--- src/verilog/ex_pkg.sv ---
// ~~~~~~~~~~~~~~~~~~~~~~~~~~~~~~~~~~~~~~~~~~~~~~~~~~~~~~~~~~~~
// Shared types for the execute slice of the 16-bit core
// Struct fields are packed MSB first in the order listed
// ADDR_MAX bounds the ADDR_W parameter of the store path
// ~~~~~~~~~~~~~~~~~~~~~~~~~~~~~~~~~~~~~~~~~~~~~~~~~~~~~~~~~~~~

package ex_pkg;

localparam int DATA_W   = 16;
localparam int REG_N    = 8;
localparam int REG_W    = 3;
localparam int ADDR_MAX = 24;

typedef enum logic [3:0] {
    OP_NOP  = 4'h0,
    OP_LDI  = 4'h1,
    OP_MOV  = 4'h2,
    OP_ADD  = 4'h3,
    OP_SUB  = 4'h4,
    OP_AND  = 4'h5,
    OP_OR   = 4'h6,
    OP_XOR  = 4'h7,
    OP_ST8  = 4'h8,
    OP_ST16 = 4'h9
} ex_op_e;

// Decoder word, 26 bits
typedef struct packed {
    ex_op_e              op;
    logic [REG_W-1:0]    dst;
    logic [REG_W-1:0]    src;
    logic [DATA_W-1:0]   imm;
} ex_inst_t;

typedef struct packed {
    logic z;
    logic n;
    logic c;
    logic v;
} ex_flags_t;

// Register write request, 25 bits
typedef struct packed {
    logic                we;
    logic [REG_W-1:0]    dst;
    logic [DATA_W-1:0]   data;
    logic                flag_we;
    ex_flags_t           flags;
} ex_wr_t;

// Store request, 19 bits; be[1] is the odd byte lane
typedef struct packed {
    logic                en;
    logic [1:0]          be;
    logic [DATA_W-1:0]   data;
} ex_store_t;

endpackage

--- src/verilog/ex_regs.sv ---
// ~~~~~~~~~~~~~~~~~~~~~~~~~~~~~~~~~~~~~~~~~~~~~~~~~~~~~~~~~~~~
// Eight 16-bit registers, all cleared by reset
// Read ports forward a pending write from writeback
// Dump port is not forwarded; dmp_addr[0] high selects the
// high byte of the register picked by dmp_addr[3:1]
// ~~~~~~~~~~~~~~~~~~~~~~~~~~~~~~~~~~~~~~~~~~~~~~~~~~~~~~~~~~~~
`timescale 1ns/100ps

module ex_regs(
    input  logic                        clk,
    input  logic                        reset,

    input  logic [ex_pkg::REG_W-1:0]    rd_src,
    input  logic [ex_pkg::REG_W-1:0]    rd_dst,
    input  ex_pkg::ex_wr_t              reg_wr,
    output logic [ex_pkg::DATA_W-1:0]   src_val,
    output logic [ex_pkg::DATA_W-1:0]   dst_val,

    // Register dump
    input  logic [3:0]                  dmp_addr,
    output logic [7:0]                  dmp_din
);

logic [ex_pkg::DATA_W-1:0] regs [ex_pkg::REG_N];
logic [ex_pkg::DATA_W-1:0] dmp_word;

always_ff @(posedge clk) begin
    if (reset) begin
        for (int i = 0; i < ex_pkg::REG_N; i++) begin
            regs[i] <= '0;
        end
    end else if (reg_wr.we) begin
        regs[reg_wr.dst] <= reg_wr.data;
    end
end

// Bypass so that back-to-back dependent instructions see the new value
always_comb begin
    if (reg_wr.we && reg_wr.dst == rd_src) begin
        src_val = reg_wr.data;
    end else begin
        src_val = regs[rd_src];
    end
end

always_comb begin
    if (reg_wr.we && reg_wr.dst == rd_dst) begin
        dst_val = reg_wr.data;
    end else begin
        dst_val = regs[rd_dst];
    end
end

// Dump reads the stored bank only
always_comb begin
    dmp_word = regs[dmp_addr[3:1]];
    if (dmp_addr[0]) begin
        dmp_din = dmp_word[15:8];
    end else begin
        dmp_din = dmp_word[7:0];
    end
end

endmodule

--- src/verilog/ex_alu.sv ---
// ~~~~~~~~~~~~~~~~~~~~~~~~~~~~~~~~~~~~~~~~~~~~~~~~~~~~~~~~~~~~
// Single-cycle ALU, result registered one cycle after strobe
// Flags only change on ADD, SUB, AND, OR and XOR
// SUB reports borrow in c
// ~~~~~~~~~~~~~~~~~~~~~~~~~~~~~~~~~~~~~~~~~~~~~~~~~~~~~~~~~~~~
`timescale 1ns/100ps

module ex_alu(
    input  logic                        clk,
    input  logic                        reset,

    input  logic                        inst_stb,
    input  ex_pkg::ex_inst_t            inst,
    input  logic [ex_pkg::DATA_W-1:0]   src_val,
    input  logic [ex_pkg::DATA_W-1:0]   dst_val,

    output ex_pkg::ex_wr_t              alu_res
);

localparam int MSB = ex_pkg::DATA_W - 1;

logic [ex_pkg::DATA_W:0]   sum, dif;
logic [ex_pkg::DATA_W-1:0] res;
logic                      we_nx, flag_nx, c_nx, v_nx;

always_comb begin
    sum     = {1'b0, dst_val} + {1'b0, src_val};
    dif     = {1'b0, dst_val} - {1'b0, src_val};
    res     = '0;
    we_nx   = 1'b0;
    flag_nx = 1'b0;
    c_nx    = 1'b0;
    v_nx    = 1'b0;
    case (inst.op)
        ex_pkg::OP_LDI: begin
            res   = inst.imm;
            we_nx = 1'b1;
        end
        ex_pkg::OP_MOV: begin
            res   = src_val;
            we_nx = 1'b1;
        end
        ex_pkg::OP_ADD: begin
            res     = sum[MSB:0];
            c_nx    = sum[ex_pkg::DATA_W];
            // Same-sign operands giving a result of the other sign
            v_nx    = (dst_val[MSB] == src_val[MSB]) && (res[MSB] != dst_val[MSB]);
            we_nx   = 1'b1;
            flag_nx = 1'b1;
        end
        ex_pkg::OP_SUB: begin
            res     = dif[MSB:0];
            c_nx    = dif[ex_pkg::DATA_W];
            v_nx    = (dst_val[MSB] != src_val[MSB]) && (res[MSB] != dst_val[MSB]);
            we_nx   = 1'b1;
            flag_nx = 1'b1;
        end
        ex_pkg::OP_AND, ex_pkg::OP_OR, ex_pkg::OP_XOR: begin
            if (inst.op == ex_pkg::OP_AND) begin
                res = dst_val & src_val;
            end else if (inst.op == ex_pkg::OP_OR) begin
                res = dst_val | src_val;
            end else begin
                res = dst_val ^ src_val;
            end
            we_nx   = 1'b1;
            flag_nx = 1'b1;
        end
        default: begin
            // NOP and stores leave the bank alone
            res = '0;
        end
    endcase
end

always_ff @(posedge clk) begin
    if (reset) begin
        alu_res <= '0;
    end else begin
        alu_res.we      <= inst_stb & we_nx;
        alu_res.dst     <= inst.dst;
        alu_res.data    <= res;
        alu_res.flag_we <= inst_stb & flag_nx;
        alu_res.flags   <= '{z: (res == '0), n: res[MSB], c: c_nx, v: v_nx};
    end
end

// Decoder only sends defined opcodes
assert property (@(posedge clk) disable iff (reset)
    inst_stb |-> inst.op <= ex_pkg::OP_ST16);

endmodule

--- src/verilog/ex_idxaddr.sv ---
// ~~~~~~~~~~~~~~~~~~~~~~~~~~~~~~~~~~~~~~~~~~~~~~~~~~~~~~~~~~~~
// Indexed store addresser: src + sign-extended imm
// ADDR_W must lie between DATA_W and ADDR_MAX
// Address wraps modulo 2**ADDR_W; ST16 forces bit 0 low
// ~~~~~~~~~~~~~~~~~~~~~~~~~~~~~~~~~~~~~~~~~~~~~~~~~~~~~~~~~~~~
`timescale 1ns/100ps

module ex_idxaddr #(
    parameter int ADDR_W = 24
)(
    input  logic                        clk,
    input  logic                        reset,

    input  logic                        inst_stb,
    input  ex_pkg::ex_inst_t            inst,
    input  logic [ex_pkg::DATA_W-1:0]   src_val,
    input  logic [ex_pkg::DATA_W-1:0]   dst_val,

    output logic [ADDR_W-1:0]           st_addr,
    output ex_pkg::ex_store_t           st_req
);

if (ADDR_W < ex_pkg::DATA_W || ADDR_W > ex_pkg::ADDR_MAX) begin : g_bad_addr_w
    $error("ex_idxaddr: ADDR_W out of range");
end

logic [ADDR_W-1:0] ea;
logic              is_st8, is_st16;

assign ea      = ADDR_W'(src_val) + ADDR_W'($signed(inst.imm));
assign is_st8  = inst.op == ex_pkg::OP_ST8;
assign is_st16 = inst.op == ex_pkg::OP_ST16;

always_ff @(posedge clk) begin
    if (reset) begin
        st_req <= '0;
    end else begin
        st_req.en <= inst_stb & (is_st8 | is_st16);
        if (is_st16) begin
            st_req.be   <= 2'b11;
            st_req.data <= dst_val;
        end else begin
            // Byte store goes on the lane picked by the address LSB
            st_req.be   <= ea[0] ? 2'b10 : 2'b01;
            st_req.data <= ea[0] ? {dst_val[7:0], 8'h00} : {8'h00, dst_val[7:0]};
        end
    end
end

always_ff @(posedge clk) begin
    st_addr <= is_st16 ? {ea[ADDR_W-1:1], 1'b0} : ea;
end

endmodule

--- src/verilog/ex_wb.sv ---
// ~~~~~~~~~~~~~~~~~~~~~~~~~~~~~~~~~~~~~~~~~~~~~~~~~~~~~~~~~~~~
// Writeback: register write, flags and the RAM write port
// ram_we is high for exactly one cycle per store
// RAM address and data are only meaningful while ram_we != 0
// ~~~~~~~~~~~~~~~~~~~~~~~~~~~~~~~~~~~~~~~~~~~~~~~~~~~~~~~~~~~~
`timescale 1ns/100ps

module ex_wb #(
    parameter int ADDR_W = 24
)(
    input  logic                        clk,
    input  logic                        reset,

    input  ex_pkg::ex_wr_t              alu_res,
    input  logic [ADDR_W-1:0]           st_addr,
    input  ex_pkg::ex_store_t           st_req,

    output ex_pkg::ex_wr_t              reg_wr,
    output ex_pkg::ex_flags_t           flags,

    // RAM write port
    output logic [ADDR_W-1:0]           ram_addr,
    output logic [ex_pkg::DATA_W-1:0]   ram_din,
    output logic [1:0]                  ram_we
);

// Bank write happens in the cycle after the strobe
assign reg_wr = alu_res;

always_ff @(posedge clk) begin
    if (reset) begin
        flags <= '0;
    end else if (alu_res.flag_we) begin
        flags <= alu_res.flags;
    end
end

always_ff @(posedge clk) begin
    if (reset) begin
        ram_we <= 2'b00;
    end else begin
        ram_we <= st_req.en ? st_req.be : 2'b00;
    end
end

always_ff @(posedge clk) begin
    ram_addr <= st_addr;
    ram_din  <= st_req.data;
end

// The ALU and the addresser never claim the same instruction
assert property (@(posedge clk) disable iff (reset)
    !(alu_res.we && st_req.en));

endmodule

--- src/verilog/ex_core.sv ---
// ~~~~~~~~~~~~~~~~~~~~~~~~~~~~~~~~~~~~~~~~~~~~~~~~~~~~~~~~~~~~
// Execute slice top: register bank, ALU, addresser, writeback
// One instruction per inst_stb, no back-pressure
// Flags visible two cycles after the strobe, stores likewise
// ~~~~~~~~~~~~~~~~~~~~~~~~~~~~~~~~~~~~~~~~~~~~~~~~~~~~~~~~~~~~
`timescale 1ns/100ps

module ex_core #(
    parameter int ADDR_W = 24
)(
    input  logic                        clk,
    input  logic                        reset,

    input  logic                        inst_stb,
    input  ex_pkg::ex_inst_t            inst,

    output logic [ADDR_W-1:0]           ram_addr,
    output logic [ex_pkg::DATA_W-1:0]   ram_din,
    output logic [1:0]                  ram_we,

    output ex_pkg::ex_flags_t           flags,

    // Register dump
    input  logic [3:0]                  dmp_addr,
    output logic [7:0]                  dmp_din
);

logic [ex_pkg::DATA_W-1:0] src_val, dst_val;
ex_pkg::ex_wr_t            alu_res, reg_wr;
ex_pkg::ex_store_t         st_req;
logic [ADDR_W-1:0]         st_addr;

ex_regs u_regs(
    .clk        ( clk           ),
    .reset      ( reset         ),
    .rd_src     ( inst.src      ),
    .rd_dst     ( inst.dst      ),
    .reg_wr     ( reg_wr        ),
    .src_val    ( src_val       ),
    .dst_val    ( dst_val       ),
    .dmp_addr   ( dmp_addr      ),
    .dmp_din    ( dmp_din       )
);

ex_alu u_alu(
    .clk        ( clk           ),
    .reset      ( reset         ),
    .inst_stb   ( inst_stb      ),
    .inst       ( inst          ),
    .src_val    ( src_val       ),
    .dst_val    ( dst_val       ),
    .alu_res    ( alu_res       )
);

ex_idxaddr #(.ADDR_W(ADDR_W)) u_idxaddr(
    .clk        ( clk           ),
    .reset      ( reset         ),
    .inst_stb   ( inst_stb      ),
    .inst       ( inst          ),
    .src_val    ( src_val       ),
    .dst_val    ( dst_val       ),
    .st_addr    ( st_addr       ),
    .st_req     ( st_req        )
);

ex_wb #(.ADDR_W(ADDR_W)) u_wb(
    .clk        ( clk           ),
    .reset      ( reset         ),
    .alu_res    ( alu_res       ),
    .st_addr    ( st_addr       ),
    .st_req     ( st_req        ),
    .reg_wr     ( reg_wr        ),
    .flags      ( flags         ),
    .ram_addr   ( ram_addr      ),
    .ram_din    ( ram_din       ),
    .ram_we     ( ram_we        )
);

endmodule

--- config.mk ---
export PLATFORM = sky130hd
export DESIGN_NAME = ex_core
export DESIGN_NICKNAME = d
export VERILOG_FILES = /design/src/verilog/ex_pkg.sv /design/src/verilog/ex_regs.sv /design/src/verilog/ex_alu.sv /design/src/verilog/ex_idxaddr.sv /design/src/verilog/ex_wb.sv /design/src/verilog/ex_core.sv
export SDC_FILE = /design/constraint.sdc
export NUM_CORES = 1
export LEC_CHECK = 0
export ABC_AREA = 1
export BUFFER_PORTS_ARGS = -buffer_cell sky130_fd_sc_hd__buf_4
export CORE_MARGIN = 10
export CORE_UTILIZATION = 32
export DETAILED_ROUTE_END_ITERATION = 16
export RECOVER_POWER = 50
export SKIP_LAST_GASP = 1
export SLEW_MARGIN = 10
export SYNTH_ARGS = -nofsm -noshare
export SYNTH_HDL_FRONTEND = slang
export SYNTH_SLANG_ARGS = --single-unit
--- constraint.sdc ---
create_clock -name clk -period 3.05 [get_ports clk]
set_clock_uncertainty 0.05 [all_clocks]
set_input_delay 0.1525 -clock clk [delete_from_list [all_inputs] [get_ports clk]]
set_output_delay 0.1525 -clock clk [all_outputs]
set_load 0.1 [all_outputs]
After elaboration in Yosys (flattened, before gate mapping)
Memories as Yosys holds them, arrays and structs flattened.
Index checks and enable logic that the tools add are counted.
- $add $sub $neg: 3
- multipliers: 0
- div/mod/pow operators: 0
- magnitude comparators: 0
- equal/unequal tests: 15
- shift operators: 0
- muxes and demuxes: 21
- bitwise logic cells: 8
- reduce and logical (&&, ||, !) cells: 10
- operators by type and width (operator ; number):
    16-bit 2-to-1 mux ; 6
    16-bit case mux with 5 select lines ; 1
    17-bit by 16-bit adder with 18-bit output ; 1
    18-bit 2-to-1 mux ; 1
    16-bit by 16-bit adder with 17-bit output ; 1
    16-bit by 16-bit subtractor with 17-bit output ; 1
    16-bit bitwise AND ; 1
    4-bit by 3-bit == test with 1-bit output, second input constant ; 4
    16-bit zero test ; 1
    16-bit bitwise OR ; 1
    16-bit OR reduction ; 1
    16-bit bitwise XOR ; 1
    4-bit by 2-bit == test with 1-bit output, second input constant ; 2
    4-bit == test, second input constant ; 2
    1-bit 2-to-1 mux ; 8
    8-bit 2-to-1 mux ; 1
    7-bit OR reduction ; 1
    3-bit == test ; 2
    5-bit OR reduction ; 1
    4-bit by 1-bit == test with 1-bit output, second input constant ; 1
    1-bit logical AND ; 4
    1-bit case mux with 2 select lines ; 2
    1-bit bitwise AND ; 3
    3-bit 2-to-1 mux ; 1
    other kinds (7) ; 9
- register bits: 114
- bits in latches: 0
- RAM bits: 128
- bits in read-only memories: 0
- bits of input ports: 33
- output and inout bits: 54
- word-level logic and storage cells: 78
- memories kept: 1
- memories (memory ; depth ; bits a word ; read ports ; clocked after memory_dff ; write ports ; RTL line ; text):
    u_regs.regs ; 8 ; 16 ; 3 ; 0 ; 8 ; ex_regs.sv:24 ; logic [ex_pkg::DATA_W-1:0] regs [ex_pkg::REG_N];

Longest topological paths before layout
- depth after elaboration: 8
- gate-level depth with buffers: 27
- depth with buffers taken out: 25

Modules after synthesis
A second synthesis with hierarchy kept.
- cell total of the unflattened synthesis: 2431
- area, all modules: 16295.6 um^2
- modules (own cells, without submodules) (module ; instances ; cells each ; area an instance (um^2) ; sequential area each (um^2)):
    ex_regs ; 1 ; 1339 ; 9078.7 ; 3843.7
    ex_alu ; 1 ; 717 ; 3958.8 ; 480.5
    ex_idxaddr ; 1 ; 280 ; 2044.5 ; 740.7
    ex_wb ; 1 ; 95 ; 1213.7 ; 920.9

Worst setup path before layout
Ideal clock, no wire load.
- path type: reg2reg
- from: reg u_alu.alu_res[22] (netlist name)
- to: reg u_alu.alu_res[16] (netlist name)
- library setup time: 0.115 ns
- data arrival time: 2.927 ns
- required time: 2.885 ns
- slack: -0.043 ns
- stages on the path, launching flop included: 17
- path buffers: 1
- clock period less this slack: 3.093 ns
- path through: dfxtp_1 o22ai_1 a21oi_1 nand2_1 clkbuf_1 o21ai_0 inv_1 ha_1 o21ai_0 nand4_1 nand2_1 a21oi_1 or2_2 nand3_1 nand2_1 o21ai_0 inv_1
- cells in the longest elaborated chain, start to end: 7
- elaborated cells between the ends (all ways): 14
- those cells by class: add/sub (2); eq/ne (2); mux (5); bitwise (3); reduce/logical (2)
- ends and longest elaborated chain (item ; RTL line ; text):
    branches (longest 6 deep; another with 16-bit by 16-bit subtractor with 17-bit output) ; - ;
    16-bit case mux with 5 select lines (*) ; ex_alu.sv:34 ; case (inst.op)
Mark *: on every way between the ends.
A chain may end at the register's enable or synchronous reset.

Worst setup path in the final report
- from: reg u_alu.alu_res[23] (netlist name)
- to: reg u_alu.alu_res[3] (netlist name)
- cells in the longest elaborated chain, start to end: 8
- elaborated cells between the ends (all ways): 15
- those cells by class: add/sub (2); eq/ne (2); mux (5); bitwise (3); reduce/logical (3)
- ends and longest elaborated chain (item ; RTL line ; text):
    branches (longest 6 deep; another with 16-bit by 16-bit subtractor with 17-bit output) ; - ;
    16-bit case mux with 5 select lines (*) ; ex_alu.sv:34 ;
    16-bit zero test (*) ; ex_alu.sv:84 ; alu_res.flags <= '{z: (res == '0), n: res[MSB], c: c_nx, v: v_nx};
Marked as above.

==> flow_summary.ini <==
[placed_design]
dp_cells = 2984
post-dp-hpwl_mm = 46.37
gp_congestion = 0.9446
portBuffers = 86

[yosys]
synthDistinctLibCells = 51
synthArstFlopShare_pct = 0
synth_top_cell_area_share_pct = 26.05
avgSynthCellArea_um2 = 7.269
synth_area_leaders = edfxtp_1 (26%), dfxtp_1 (14%), nand2_1 (11%), nand3_1 (7.5%), nor2_1 (6.7%)
ys_ff_latch = 229
synth_ff_type = edfxtp_1
syn_nets = 2134
synth_edf_count = 128
synth_cells = 2030
synth_top_area_cell = edfxtp_1
syn-cell-area_mm2 = 0.01476
ys_warn_count = 0
synth-seq-area-share_pct = 39.75

[drt]
drt_wl_total_mm = 63.73
routedWlPerCell_um = 20.61
ant_nets = 0
via_per_inst = 5.255
vias = 16250
drtIter0Drc = 1779
drcViolationCount = 0
firstDrtPassIters = 6

[setup_path]
end_kind = flop
crit_type = reg2reg
startpoint_type = flop
crit_required_ns = 3.50
worstPathArrival_ns = 3.64
reg2reg_depth = 20
crit_fanout = 8

[sta]
period_minus_slack_ns = 3.189
finalMaxSlewViolations = 24
fmax_mhz = 313.6
setup_violations = 26
fin_crit_sh_pct = 104.6
holdWs_ns = -0.01309
rsz0062_at_grt = yes
finalSetupTns_ns = -2.061
layout_setup_ws_ns = -0.1392
worst_pin_slew_ns = 1.562
slew_headroom_pct = -4.115
hold_viol = 3

[pwr]
p_int_mw = 7.302
ir_drop_uv = 396.2
power_leakage_nw = 9.335
switching_share_pct = 38.05
clockPowerShare_pct = 29.9
seqPwrFrac_pct = 30.9
powerDensity_mw_per_mm2 = 559.5
pwr-share-comb_pct = 39.2
p_switching_mw = 4.485

[cts]
cts_tree = yes
cts_htree_levels = 1
clk_pin_slew_ns = 0.08
clock_latency_ns = 0.58
clock-root-buffer = clkbuf_16
clock_path_buffers = 3
clock-sinks = 229
numCtsBuffers = 26

[die]
die_h_um = 234.7
io_pins = 87
die_area_mm2 = 0.05510
die_w_um = 234.7
rows = 78
core_area_mm2 = 0.04548
initial_utilization_pct = 32.45

[layout]
drive_gt1_share_pct = 31.10
fin_util_pct = 46.32
final_net_count = 2576
final_cell_mix = buf_4 (430), nand2_1 (389), nor2_1 (241)
layout_commonest_cell = buf_4
fill_cells = 4565
diodes = 0
finalNonFillerCells = 3092
syn_to_final_growth_pct = 42.76

[job]
drv_cap = 1

[global_route]
grt_overflow = 0
antenna_found_initial = 2
grt_max_degree = 55
grt_pass1_vias = 15570
track_usage_pct = 21.64
grt_pass1_wl_mm = 93.83

[status]
outcome = finished, violations left
violations = hold timing, capacitance limit, slew limit, setup timing

[worst_hold_path]
hp-class = in2reg
min_path_cells = 4
## state kept, by name (all words and copies together) (netlist names)
| name | flops |
|---|---|
| u_alu.alu_res | 24 |
| u_wb.ram_addr | 18 |
| u_idxaddr.st_addr | 18 |
| u_wb.flags | 4 |
| u_idxaddr.st_req | 19 |
| u_wb.ram_din | 16 |
| u_wb.ram_we | 2 |
| u_regs.regs | 128 |
## cell usage after synthesis, types with 6 or more instances
cell type,count
a21oi_1,176
a31oi_1,16
buf_1,11
buf_2,40
buf_4,7
buf_6,7
clkbuf_1,48
clkinv_1,17
dfxtp_1,101
edfxtp_1,128
ha_1,69
inv_1,171
inv_2,12
mux2i_1,14
nand2_1,427
nand2_2,6
nand3_1,221
nand3b_1,10
nand4_1,6
nor2_1,264
nor2_2,11
o211ai_1,21
o21ai_0,165
o21ai_1,10
o221ai_1,9
xor2_1,13
## final timing paths
path | startpoint | end | slack (ns)
hold reg to reg | u_idxaddr.st_req[3] | u_wb.ram_din[3] | 0.28
hold / removal | inst[7] | u_idxaddr.st_addr[7] | -0.01
setup reg to reg | u_alu.alu_res[23] | u_alu.alu_res[3] | -0.14
setup / recovery | u_alu.alu_res[23] | u_alu.alu_res[3] | -0.14
## stage by stage
step	power, mW	hold WS (ns)	area [µm²]	setup WS [ns]
after floorplan	6.058	0.1810	14760	0.0008320
after global placement	7.683	0.2622	18610	-0.5251
after detailed placement	7.697	0.2621	18610	-0.5226
after CTS	11.56	0.01130	20510	-0.03829
after global routing	12.25	-0.001040	21070	-0.3051
final	11.79	-0.01309	21070	-0.1392
## logic make-up (layout without fill, tap and decap cells)
family | Yosys count | count (layout) | synth area share, %
DFF | 229 | 229 | 39.75
buffers and inverters | 317 | 779 | 8.979
AOI/OAI and AO/OA | 419 | 419 | 15.46
and+or+nand+nor | 962 | 962 | 27.68
adders and majority gates | 71 | 71 | 6.122
xor gates and xnor gates | 18 | 18 | 1.068
muxes | 14 | 14 | 0.9496
## worst max-delay path, cell delays in order, from the launching register on
cell and delay [ns]:
dfxtp_4 0.36, inv_4 0.07, o22ai_2 0.06, a21oi_2 0.17, nand2_2 0.12, buf_6 0.17, o211ai_1 0.14, o21ai_2 0.12
inv_2 0.11, ha_4 0.24, buf_4 0.14, nor2_1 0.16, nand4_1 0.24, nand2_4 0.17, a21oi_1 0.09, or2_2 0.28
nand3_1 0.07, nand2_1 0.07, nor2_1 0.10, nand2_1 0.05, nor2_1 0.12
## cell type report
type                    count  area [µm²]  area share [%]
multi-input cells        1484        8682           41.21
flip-flops and latches    229        5872           27.87
clock buffers              28       668.1           3.172
inverters                 203       778.2           3.694
repair buffers            528        4043           19.19
clock inverters            20       272.8           1.295
well taps                 600       750.7           3.564
## metal layers
metal	vias up	part of all wire [%]	global-route usage, %
met5	-	0	0
met4	0	3.6	8.421
met3	144	7.8	2.903
met2	739	47	36.09
met1	7711	42	27.80
li1	7654	-	-
## power by group through the flow
stage | clock (mW) | combinational, mW | sequential [mW]
floorplan | 0 | 1.67 | 4.38
global placement | 0 | 3.99 | 3.69
detailed placement | 0 | 3.99 | 3.70
CTS | 3.58 | 4.34 | 3.64
global route | 3.68 | 4.91 | 3.66
finish | 3.52 | 4.63 | 3.64
## timing repair
| action | in CTS | in global routing |
|---|---|---|
| hold endpoints to repair | 27 | 0 |
| hold buffers | 14 | 0 |
| setup endpoints to repair | 24 | 20 |
| gates resized for setup | 191 | 137 |
| pin swaps | 43 | 54 |
| buffers inserted | 21 | 26 |
(Power assumes the default switching activity.)
